===== src/hw/issue_pkg.sv =====
/*
 * Shared types for the integer issue and read-operands stage.
 * Integer registers only; register 0 is hardwired to zero.
 * Enum encodings are fixed here and must match the decoder.
 */
package issue_pkg;

    // ------------------------------------------------------------------------
    // widths
    // ------------------------------------------------------------------------
    localparam int unsigned XLEN          = 32;
    localparam int unsigned REG_ADDR_SIZE = 5;
    localparam int unsigned NR_REGS       = 32;
    localparam int unsigned TRANS_ID_BITS = 3;

    typedef logic [REG_ADDR_SIZE-1:0] reg_addr_t;
    typedef logic [XLEN-1:0]          xlen_t;

    // target functional unit, NONE means nothing to issue
    typedef enum logic [2:0] {
        NONE, ALU, CTRL_FLOW, LOAD, STORE, CSR
    } fu_t;

    // operation carried to the unit
    typedef enum logic [3:0] {
        ADD, SUB, AND_OP, OR_OP, BEQ, JAL, LW, SW, CSRRW
    } fu_op_t;

    // ------------------------------------------------------------------------
    // structs
    // ------------------------------------------------------------------------
    // one decoded instruction from the scoreboard
    typedef struct packed {
        fu_t                      fu;
        fu_op_t                   op;
        reg_addr_t                rs1;
        reg_addr_t                rs2;
        reg_addr_t                rd;
        xlen_t                    result;    // immediate
        logic                     use_imm;
        logic                     use_pc;
        logic                     use_zimm;
        xlen_t                    pc;
        logic [TRANS_ID_BITS-1:0] trans_id;
        logic                     ex_valid;  // exception already raised
    } issue_entry_t;

    // operands toward execute
    typedef struct packed {
        fu_t                      fu;
        fu_op_t                   op;
        xlen_t                    operand_a;
        xlen_t                    operand_b;
        xlen_t                    imm;
        logic [TRANS_ID_BITS-1:0] trans_id;
    } fu_data_t;

    // one write-back port from commit
    typedef struct packed {
        logic      we;
        reg_addr_t waddr;
        xlen_t     wdata;
    } commit_port_t;

endpackage


===== src/hw/issue_hazard_check.sv =====
/*
 * Hazard checker of the issue stage, purely combinational.
 * A source clobbered by CSR is never forwarded and stalls the entry.
 * Exception entries and NONE entries are acknowledged without checks.
 */
module issue_hazard_check #(
    parameter int unsigned NR_COMMIT_PORTS = 2
) (
    input  issue_pkg::issue_entry_t                        issue_instr_i,
    input  logic                                           issue_valid_i,
    input  issue_pkg::fu_t [issue_pkg::NR_REGS-1:0]        rd_clobber_i,
    input  logic                                           rs1_valid_i,
    input  logic                                           rs2_valid_i,
    input  logic                                           flu_ready_i,
    input  logic                                           lsu_ready_i,
    input  issue_pkg::commit_port_t [NR_COMMIT_PORTS-1:0]  commit_i,
    output issue_pkg::reg_addr_t                           rs1_o,
    output issue_pkg::reg_addr_t                           rs2_o,
    output logic                                           forward_rs1_o,
    output logic                                           forward_rs2_o,
    output logic                                           issue_ack_o
);
    import issue_pkg::*;

    logic fu_busy;
    logic stall;

    // scoreboard lookup uses the source indices as they are
    assign rs1_o = issue_instr_i.rs1;
    assign rs2_o = issue_instr_i.rs2;

    // busy flag of the unit this entry targets
    always_comb begin
        case (issue_instr_i.fu)
            ALU, CTRL_FLOW, CSR: fu_busy = ~flu_ready_i;
            LOAD, STORE:         fu_busy = ~lsu_ready_i;
            default:             fu_busy = 1'b0;
        endcase
    end

    // ------------------------------------------------------------------------
    // source operands: forward when ready, else stall
    // ------------------------------------------------------------------------
    always_comb begin
        stall         = 1'b0;
        forward_rs1_o = 1'b0;
        forward_rs2_o = 1'b0;
        // zimm in rs1 is an immediate, no dependency
        if (!issue_instr_i.use_zimm && rd_clobber_i[issue_instr_i.rs1] != NONE) begin
            // CSR results only come back through the register file
            if (rs1_valid_i && rd_clobber_i[issue_instr_i.rs1] != CSR) begin
                forward_rs1_o = 1'b1;
            end else begin
                stall = 1'b1;
            end
        end
        if (rd_clobber_i[issue_instr_i.rs2] != NONE) begin
            if (rs2_valid_i && rd_clobber_i[issue_instr_i.rs2] != CSR) begin
                forward_rs2_o = 1'b1;
            end else begin
                stall = 1'b1;
            end
        end
    end

    // ------------------------------------------------------------------------
    // acknowledge
    // ------------------------------------------------------------------------
    always_comb begin
        issue_ack_o = 1'b0;
        if (issue_valid_i) begin
            if (!stall && !fu_busy) begin
                // WAW check: rd free, or freed by a commit this very cycle
                if (rd_clobber_i[issue_instr_i.rd] == NONE) begin
                    issue_ack_o = 1'b1;
                end
                for (int unsigned i = 0; i < NR_COMMIT_PORTS; i++) begin
                    if (commit_i[i].we && commit_i[i].waddr == issue_instr_i.rd) begin
                        issue_ack_o = 1'b1;
                    end
                end
            end
            // nothing to execute, let it pass
            if (issue_instr_i.ex_valid || issue_instr_i.fu == NONE) begin
                issue_ack_o = 1'b1;
            end
        end
    end

    // an undefined unit code would be acked and then reach no unit
    always_comb begin
        a_valid_fu_legal: assert (!issue_valid_i ||
                                  issue_instr_i.fu inside {NONE, ALU, CTRL_FLOW, LOAD, STORE, CSR})
            else $error("valid entry targets an undefined unit");
    end

endmodule


===== src/hw/issue_regfile.sv =====
/*
 * Integer register file with two combinational read ports.
 * Writes land on the clock edge and are seen the next cycle.
 * Register 0 reads zero; the highest port wins on equal indices.
 */
module issue_regfile #(
    parameter int unsigned NR_COMMIT_PORTS = 2
) (
    input  logic                                           clk_i,
    input  logic                                           rst_ni,
    input  issue_pkg::reg_addr_t                           raddr_a_i,
    input  issue_pkg::reg_addr_t                           raddr_b_i,
    output issue_pkg::xlen_t                               rdata_a_o,
    output issue_pkg::xlen_t                               rdata_b_o,
    input  issue_pkg::commit_port_t [NR_COMMIT_PORTS-1:0]  commit_i
);
    import issue_pkg::*;

    // index 0 has no storage
    xlen_t [NR_REGS-1:1] regs_q;

    always_ff @(posedge clk_i or negedge rst_ni) begin
        if (!rst_ni) begin
            regs_q <= '0;
        end else begin
            // ascending loop, so the later port overrides
            for (int unsigned p = 0; p < NR_COMMIT_PORTS; p++) begin
                if (commit_i[p].we && commit_i[p].waddr != '0) begin
                    regs_q[commit_i[p].waddr] <= commit_i[p].wdata;
                end
            end
        end
    end

    // zero register on the read side
    assign rdata_a_o = (raddr_a_i == '0) ? '0 : regs_q[raddr_a_i];
    assign rdata_b_o = (raddr_b_i == '0) ? '0 : regs_q[raddr_b_i];

    // ------------------------------------------------------------------------
    // commit must not write one register from two ports at once
    // ------------------------------------------------------------------------
    for (genvar p = 0; p < NR_COMMIT_PORTS; p++) begin : gen_port_chk
        for (genvar q = p + 1; q < NR_COMMIT_PORTS; q++) begin : gen_pair_chk
            a_no_dup_write: assert property (@(posedge clk_i) disable iff (!rst_ni)
                !(commit_i[p].we && commit_i[q].we &&
                  commit_i[p].waddr == commit_i[q].waddr && commit_i[p].waddr != '0))
                else $error("two commit ports write the same register");
        end
    end

endmodule


===== src/hw/issue_operand_stage.sv =====
/*
 * Operand select and ID/EX register of the issue stage.
 * fu_data_o loads every cycle; it is meaningful only with a unit valid.
 * Unit valids rise one cycle after issue and are cleared by flush.
 */
module issue_operand_stage (
    input  logic                    clk_i,
    input  logic                    rst_ni,
    input  issue_pkg::issue_entry_t issue_instr_i,
    input  logic                    issue_valid_i,
    input  logic                    issue_ack_i,
    input  logic                    flush_i,
    input  logic                    forward_rs1_i,
    input  logic                    forward_rs2_i,
    input  issue_pkg::xlen_t        rs1_i,
    input  issue_pkg::xlen_t        rs2_i,
    input  issue_pkg::xlen_t        rf_a_i,
    input  issue_pkg::xlen_t        rf_b_i,
    output issue_pkg::fu_data_t     fu_data_o,
    output logic                    alu_valid_o,
    output logic                    branch_valid_o,
    output logic                    lsu_valid_o,
    output logic                    csr_valid_o
);
    import issue_pkg::*;

    fu_data_t fu_data_d;
    fu_data_t fu_data_q;
    logic     issue;

    // ------------------------------------------------------------------------
    // operand mux
    // ------------------------------------------------------------------------
    always_comb begin
        fu_data_d.fu        = issue_instr_i.fu;
        fu_data_d.op        = issue_instr_i.op;
        fu_data_d.imm       = issue_instr_i.result;
        fu_data_d.trans_id  = issue_instr_i.trans_id;
        // lowest priority first, later ones override
        fu_data_d.operand_a = forward_rs1_i ? rs1_i : rf_a_i;
        fu_data_d.operand_b = forward_rs2_i ? rs2_i : rf_b_i;
        if (issue_instr_i.use_pc) begin
            fu_data_d.operand_a = issue_instr_i.pc;
        end
        // zimm sits in the rs1 field
        if (issue_instr_i.use_zimm) begin
            fu_data_d.operand_a = {{(XLEN-REG_ADDR_SIZE){1'b0}}, issue_instr_i.rs1};
        end
        // stores and branches keep rs2 in operand b, the immediate rides in imm
        if (issue_instr_i.use_imm && issue_instr_i.fu != STORE &&
            issue_instr_i.fu != CTRL_FLOW) begin
            fu_data_d.operand_b = issue_instr_i.result;
        end
    end

    // ------------------------------------------------------------------------
    // ID/EX register
    // ------------------------------------------------------------------------
    always_ff @(posedge clk_i or negedge rst_ni) begin
        if (!rst_ni) begin
            fu_data_q <= '0;
        end else begin
            fu_data_q <= fu_data_d;
        end
    end

    assign fu_data_o = fu_data_q;

    // exception entries are acked but never reach a unit
    assign issue = issue_valid_i && issue_ack_i && !issue_instr_i.ex_valid;

    always_ff @(posedge clk_i or negedge rst_ni) begin
        if (!rst_ni) begin
            alu_valid_o    <= 1'b0;
            branch_valid_o <= 1'b0;
            lsu_valid_o    <= 1'b0;
            csr_valid_o    <= 1'b0;
        end else begin
            alu_valid_o    <= issue && !flush_i && issue_instr_i.fu == ALU;
            branch_valid_o <= issue && !flush_i && issue_instr_i.fu == CTRL_FLOW;
            lsu_valid_o    <= issue && !flush_i &&
                              (issue_instr_i.fu == LOAD || issue_instr_i.fu == STORE);
            csr_valid_o    <= issue && !flush_i && issue_instr_i.fu == CSR;
        end
    end

    // an entry that was offered and not taken stays on the input unchanged
    a_hold_entry: assert property (@(posedge clk_i) disable iff (!rst_ni)
        issue_valid_i && !issue_ack_i && !flush_i |=>
            issue_valid_i && $stable(issue_instr_i))
        else $error("entry changed before it was acknowledged");

endmodule


===== src/hw/issue_read_operands.sv =====
/*
 * Issue and read-operands stage, top level.
 * Entry handshake is valid/ack, ack is combinational in the same cycle.
 * Back-pressure only through the unit ready inputs.
 */
module issue_read_operands #(
    parameter int unsigned NR_COMMIT_PORTS = 2
) (
    input  logic                                           clk_i,
    input  logic                                           rst_ni,
    input  logic                                           flush_i,
    // entry from the scoreboard
    input  issue_pkg::issue_entry_t                        issue_instr_i,
    input  logic                                           issue_valid_i,
    output logic                                           issue_ack_o,
    // clobber table and operand lookup
    input  issue_pkg::fu_t [issue_pkg::NR_REGS-1:0]        rd_clobber_i,
    output issue_pkg::reg_addr_t                           rs1_o,
    input  issue_pkg::xlen_t                               rs1_i,
    input  logic                                           rs1_valid_i,
    output issue_pkg::reg_addr_t                           rs2_o,
    input  issue_pkg::xlen_t                               rs2_i,
    input  logic                                           rs2_valid_i,
    // unit readies
    input  logic                                           flu_ready_i,
    input  logic                                           lsu_ready_i,
    // write-back
    input  issue_pkg::commit_port_t [NR_COMMIT_PORTS-1:0]  commit_i,
    // toward execute
    output issue_pkg::fu_data_t                            fu_data_o,
    output logic                                           alu_valid_o,
    output logic                                           branch_valid_o,
    output logic                                           lsu_valid_o,
    output logic                                           csr_valid_o
);
    import issue_pkg::*;

    logic  forward_rs1;
    logic  forward_rs2;
    xlen_t rf_a;
    xlen_t rf_b;

    issue_hazard_check #(
        .NR_COMMIT_PORTS ( NR_COMMIT_PORTS )
    ) i_hazard_check (
        .issue_instr_i ( issue_instr_i ),
        .issue_valid_i ( issue_valid_i ),
        .rd_clobber_i  ( rd_clobber_i  ),
        .rs1_valid_i   ( rs1_valid_i   ),
        .rs2_valid_i   ( rs2_valid_i   ),
        .flu_ready_i   ( flu_ready_i   ),
        .lsu_ready_i   ( lsu_ready_i   ),
        .commit_i      ( commit_i      ),
        .rs1_o         ( rs1_o         ),
        .rs2_o         ( rs2_o         ),
        .forward_rs1_o ( forward_rs1   ),
        .forward_rs2_o ( forward_rs2   ),
        .issue_ack_o   ( issue_ack_o   )
    );

    issue_regfile #(
        .NR_COMMIT_PORTS ( NR_COMMIT_PORTS )
    ) i_regfile (
        .clk_i     ( clk_i             ),
        .rst_ni    ( rst_ni            ),
        .raddr_a_i ( issue_instr_i.rs1 ),
        .raddr_b_i ( issue_instr_i.rs2 ),
        .rdata_a_o ( rf_a              ),
        .rdata_b_o ( rf_b              ),
        .commit_i  ( commit_i          )
    );

    issue_operand_stage i_operand_stage (
        .clk_i          ( clk_i          ),
        .rst_ni         ( rst_ni         ),
        .issue_instr_i  ( issue_instr_i  ),
        .issue_valid_i  ( issue_valid_i  ),
        .issue_ack_i    ( issue_ack_o    ),
        .flush_i        ( flush_i        ),
        .forward_rs1_i  ( forward_rs1    ),
        .forward_rs2_i  ( forward_rs2    ),
        .rs1_i          ( rs1_i          ),
        .rs2_i          ( rs2_i          ),
        .rf_a_i         ( rf_a           ),
        .rf_b_i         ( rf_b           ),
        .fu_data_o      ( fu_data_o      ),
        .alu_valid_o    ( alu_valid_o    ),
        .branch_valid_o ( branch_valid_o ),
        .lsu_valid_o    ( lsu_valid_o    ),
        .csr_valid_o    ( csr_valid_o    )
    );

endmodule


===== config.mk =====
export PLATFORM = sky130hd
export DESIGN_NAME = issue_read_operands
export DESIGN_NICKNAME = d
export VERILOG_FILES = /design/src/hw/issue_pkg.sv /design/src/hw/issue_hazard_check.sv /design/src/hw/issue_regfile.sv /design/src/hw/issue_operand_stage.sv /design/src/hw/issue_read_operands.sv
export SDC_FILE = /design/constraint.sdc
export NUM_CORES = 2
export LEC_CHECK = 0
export BUFFER_PORTS_ARGS = -buffer_cell sky130_fd_sc_hd__buf_4
export CAP_MARGIN = 30
export CORE_UTILIZATION = 65
export CTS_CLUSTER_DIAMETER = 40
export DETAILED_ROUTE_END_ITERATION = 16
export PLACE_DENSITY_LB_ADDON = 0.2
export SLEW_MARGIN = 20
export SYNTH_ARGS = -nofsm -noshare
export SYNTH_HDL_FRONTEND = slang
export SYNTH_SLANG_ARGS = --single-unit

===== constraint.sdc =====
create_clock -name clk_i -period 4.2 [get_ports clk_i]
set_input_delay 0 -clock clk_i [delete_from_list [all_inputs] [get_ports clk_i]]
set_output_delay 0 -clock clk_i [all_outputs]
set_load 0.05 [all_outputs]

=== Word-level counts from Yosys, hierarchy flattened ===
Cells that the tools add are included.

* Bits in latches: 0
* Bits in writable memories: 0
* Output and inout port bits: 121
* Flip-flop bits (word level): 1102
* Bits of input ports: 337
* Bits in read-only memories: 0
* Memories kept: 0
* Word-level logic and storage cells: 137

* Multiply operators: 0
* Shifts and indexed selects: 0
* $lt $le $gt $ge: 7
* Divide/modulo/power cells: 0
* Bitwise operators: 2
* $add $sub $neg: 0
* Mux-type cells: 40
* Reductions and logical operators: 36
* Eq/ne operators: 11

{| class="wikitable"
|+ Operators with widths
! cell !! count
|-
| $bwmux W992 || 2
|-
| $mux W992 || 2
|-
| $mux W32 || 11
|-
| $bmux W32 S5 || 2
|-
| $demux W32 S5 || 2
|-
| $bmux W3 S5 || 3
|-
| $lt A5 B6 Y1 const B || 5
|-
| $logic_and A1 B1 Y1 || 19
|-
| $mux W1 || 14
|-
| $eq A5 B5 Y1 || 2
|-
| $ge A5 B1 Y1 const B || 2
|-
| $logic_not A5 Y1 || 2
|-
| $reduce_bool A5 Y1 || 2
|-
| $mux W3 || 3
|-
| $ne A3 B3 Y1 const B || 3
|-
| $eq A3 B2 Y1 const B || 2
|-
| $eq A3 B3 Y1 const B || 2
|-
| $logic_not A3 Y1 || 2
|-
| $reduce_bool A3 Y1 || 2
|-
| $logic_not A1 Y1 || 5
|-
| $eq A3 B1 Y1 const B || 1
|-
| $ne A3 B2 Y1 const B || 1
|-
| $reduce_or A3 Y1 || 1
|-
| $logic_or A1 B1 Y1 || 2
|-
| other kinds (3) || 4
|}

=== Logic depth before layout (Yosys ltp) ===
* Depth after elaboration: 17
* Depth in mapped cells: 13

=== By module ===
From an unflattened synthesis, not the netlist that was laid out.

* Cell total of the unflattened synthesis: 6350
* Area total of the unflattened synthesis: 68821.0 um^2

{| class="wikitable"
|+ By module, submodules not included
! module !! area each (um^2) !! cells an instance !! seq. area each (um^2) !! instances
|-
| issue_regfile || 61744.2 || 5783 || 24823.8 || 1
|-
| issue_operand_stage || 4524.3 || 306 || 2752.6 || 1
|-
| issue_hazard_check || 2552.4 || 261 || 0.0 || 1
|}

=== Least setup slack after synthesis ===
No wires, ideal clock.

* Kind: input-to-reg
* From: input port issue_instr_i[81] (netlist bit)
* To: register i_operand_stage.fu_data_q, in the netlist i_operand_stage.fu_data_o[67]
* Path slack: 1.592 ns
* Library setup time: 0.133 ns
* Arrival: 2.475 ns
* Stages on the path: 10
* Buffers on the path: 5
* Path through: buf_6 buf_6 buf_2 buf_2 buf_2 mux4_2 mux4_2 mux2_2 mux2i_1 a21oi_1

{| class="wikitable"
|+ RTL lines
! element !! RTL line !! RTL
|-
| start, declared || issue_read_operands.sv:13 || <nowiki>input issue_pkg::issue_entry_t issue_instr_i,</nowiki>
|-
| end signal, assigned || issue_operand_stage.sv:63 || <nowiki>fu_data_q <= fu_data_d;</nowiki>
|-
| end, declared || issue_operand_stage.sv:28 || <nowiki>fu_data_t fu_data_q;</nowiki>
|}

==> summary.txt <==
STA
  – Clock Skew: 0.0330 ns
  – RSZ-0062 raised after global routing: false
  – Number of max-slew violations in the final report: 0
  – Worst-margin pin slew: ~1.1 ns
  – Setup ws final: between 0.1 and 0.15 ns
  – Crit share post-route: 0.966
  – Setup-failing EPs final: 0
  – Max frequency: 0.247 GHz
  – Crit path time final: approximately 4.1 ns
  – Setup_tns: 0 ns
  – Final hold violation count: 0
  – Worst slew margin: 0.230

Setup path
  – R2r worst-path depth: 9
  – Required time worst endpoint: 4.86 ns
  – Crit path depth: 12
  – Crit-path max cell delay: about 0.72 ns
  – Worst setup SP type: primary input
  – Top Family by Delay on Critical Path: buffers and inverters
  – Worst r2r src: i_regfile.regs_q[737]
  – R2r setup slk: ~0.19 ns
  – Worst path cell trace: buf_8, inv_2, buf_4, o21ai_0, mux4_2, mux2i_1, a2bb2oi_1, dlygate4sd3_1, o2111ai_1, dlygate4sd3_1, o21ai_1, dlygate4sd3_1
  – Worst Setup SP: issue_instr_i[76]
  – CP max FO: 33
  – CP endpoint kind: flip-flop
  – Crit path buffers/inverters: 6
  – Crit path arrival time: 4.71 ns
  – R2R Path End: i_operand_stage.fu_data_o[36]
  – Crit Path Class: in -> reg
  – Critical Path End: i_operand_stage.fu_data_o[36]
  – Slowest cell on crit path: inv_2
  – CP dominant cell by count: dlygate4sd3_1

Synth
  – Synth Instances: 6226
  – FF+latch count, synth: 1102
  – Largest family of logic cells by synthesized area: multiplexers
  – Synth Area in XOR/XNOR: 0.00141
  – Yosys cell types: 63
  – Top FF cell, synth: dfrtp_1
  – Mux contribution to synthesized area: 0.349
  – Post-Syn Area per Cell: ~11 um2
  – Cell Area, Synth: a little under 70000 um2
  – Commonest cells in the netlist: 1102 x dfrtp_1, 921 x mux2i_1, 883 x nand2_1, 696 x o21ai_0, 615 x mux4_2
  – Cell with the most instances after synthesis: dfrtp_1
  – Adder-cell share of the synthesized area: 0
  – Synth Area in Compound Gates: 0.119
  – Asr flop ratio synth: 1.00
  – Post-synth EDFFs: 0
  – Leading area contributor after synthesis: dfrtp_1
  – Main area contributors after synthesis: dfrtp_1 40%, mux4_2 20%, mux2i_1 13%
  – Synth top area share: 0.403
  – Syn_nets: 6563
  – Post-synthesis sequential area ratio: 0.403
  – Synth warnings: 0
  – Simple logic cell fraction of the synthesized area: 0.0817

Route
  – Initial drt markers: a little over 10k
  – Remaining DRCs: 0
  – WL/cell: 35.2 um
  – Drt total wl: 285 mm
  – Via count: roughly 62k
  – DR vias/cell: 7.71
  – Detail Route Antenna Nets: 0
  – Drt pass-1 iters: 10

Floorplan
  – Ports: 458
  – Initial Util: 0.658
  – Core region area: 104000 um2
  – Die area: 107000 um2
  – Row count: 118
  – Die Height: roughly 330 um
  – Chip width: between 300 and 400 um

Layout
  – Syn-to-layout area delta: 19.2%
  – Non-Filler Instances: approximately 8k
  – Final Util: 0.785
  – Nets: a little under 7k
  – Layout cells sized above 1: 0.251
  – Filler cells: 6105

Clock network
  – H-tree depth: 4
  – TritonCTS clock tree: yes
  – Sink Count: 1102
  – CTS max path bufs: 3
  – Root buf cell: clkbuf_16
  – TritonCTS Buffers: 155
  – Reg clk slew, reported paths: 0.06 ns
  – Post-CTS setup buffer count: 0
  – Clock Latency Late Sink: 0.80 ns
  – Cts repair resizes: 0

Worst hold path
  – Hold/Removal Path Class: in -> reg
  – WHS Path Cells: 4

Job
  – # Max-Cap Violations: 0

Place
  – Placement Setup Slack: 0.850 ns
  – HPWL after DPL: 161 mm
  – GP Congestion: between 1 and 1.5
  – Placed insts: 7455
  – Input/output buffers: between 400 and 500

GRT
  – Overall global routing resource usage: 0.531
  – Antenna violations before repair: 30
  – Remaining Overflow, GRT: 0
  – First-pass GRT wire length: 412 mm
  – Vias in the first global route: roughly 62k
  – Pin count of the biggest net entering global routing: approximately 170

Pwr
  – Power Total: 0.0399 W
  – Lkg Pwr: 36.2 nW
  – Max VDD drop: around 380 uV
  – Pwr dens: ~500 nW/um2

Outcome
  – Status: complete, no violations
==> registers in the layout, summed over array words and instances, names as in the netlist <==
signal and flops:
i_operand_stage.csr_valid_o 1, i_regfile.regs_q 992, i_operand_stage.branch_valid_o 1, i_operand_stage.fu_data_o 106
i_operand_stage.lsu_valid_o 1, i_operand_stage.alu_valid_o 1
==> how the worst min path moves through the flow <==
stage	from	endpoint	slack, ns
floorplan	rst_ni	i_operand_stage.alu_valid_o	-0.30
global placement	rst_ni	i_regfile.regs_q[519]	0.1
detailed placement	rst_ni	i_regfile.regs_q[487]	0.09
CTS	commit_i[37]	i_regfile.regs_q[598]	0.01
global route	commit_i[71]	i_regfile.regs_q[649]	0.05
finish	commit_i[71]	i_regfile.regs_q[643]	0.03
==> stage by stage <==
stage / hold WS, ns / instance area, um2
floorplan: -0.296 / 68400
global placement: 0.0986 / 72500
detailed placement: 0.0896 / 72700
CTS: 0.0104 / 81100
global route: 0.0473 / 81500
finish: 0.0266 / 81500
==> placed cells by master (no fill, tap or decap), types with 9 or more instances in the layout <==
cell type	instances
a2111oi_1	13
a2111oi_2	15
a21oi_1	202
a221oi_2	30
a22o_1	33
a32oi_1	168
buf_12	53
buf_4	553
bufinv_16	20
clkbuf_1	22
clkbuf_16	158
clkbuf_8	15
clkinv_2	19
clkinv_4	11
clkinvlp_4	14
dfrtp_1	1102
diode_2	26
dlygate4sd3_1	303
inv_6	17
mux2_1	9
mux2_2	63
mux2i_1	921
mux4_2	615
nand2_1	857
nand2_2	13
nand2_4	13
nand2b_1	9
nand3_1	9
nor2_1	328
nor2_4	30
nor2b_1	9
nor3_1	43
nor4_1	20
nor4b_1	11
o21ai_0	695
o21ai_1	142
o22ai_1	9
xnor2_1	11
==> logic make-up (layout without fill, tap and decap cells) <==
family	after synthesis	count (layout)
AOI/OAI and AO/OA	1348	1348
and+or+nand+nor	1392	1392
DFF	1102	1102
muxes	1609	1609
xor gates and xnor gates	11	11
buffers and inverters	764	1218
other	0	26
==> cell type report <==
cell class	count	area, um2	share of cell area
multi-input cells	4360	38200	0.468
well taps	1380	1730	0.0212
repair buffers	923	8540	0.105
clock buffers	195	4240	0.0520
diodes	26	65.1	0.000798
inverters	12	47.5	0.000583
flip-flops and latches	1102	27600	0.338
clock inverters	88	1150	0.0141
==> worst register-to-register path, delay by kind of cell, from the launching register on <==
kind | cells | cell delay [ns]
buffers and inverters | 3 | 1.80
flip-flops | 1 | 0.41
AO/OA/AOI/OAI | 3 | 0.35
multiplexers | 3 | 1.33
==> where the power goes <==
group          internal (W)  switching (W)  total [W]
Combinational       0.00537        0.00528     0.0107
Clock               0.00847        0.00541     0.0139
Sequential           0.0132        0.00215     0.0154
==> metal layers <==
metal  routed length [um]  track usage
met1                86400        0.631
met2               119000        0.749
met3                49200        0.228
met4                29800        0.436
met5                  635       0.0204
==> what timing repair did <==
action	CTS	global route
setup endpoints to repair	0	0
hold endpoints to repair	1443	0
hold buffers	304	0
Note: power is estimated with default switching activity, not from simulation.
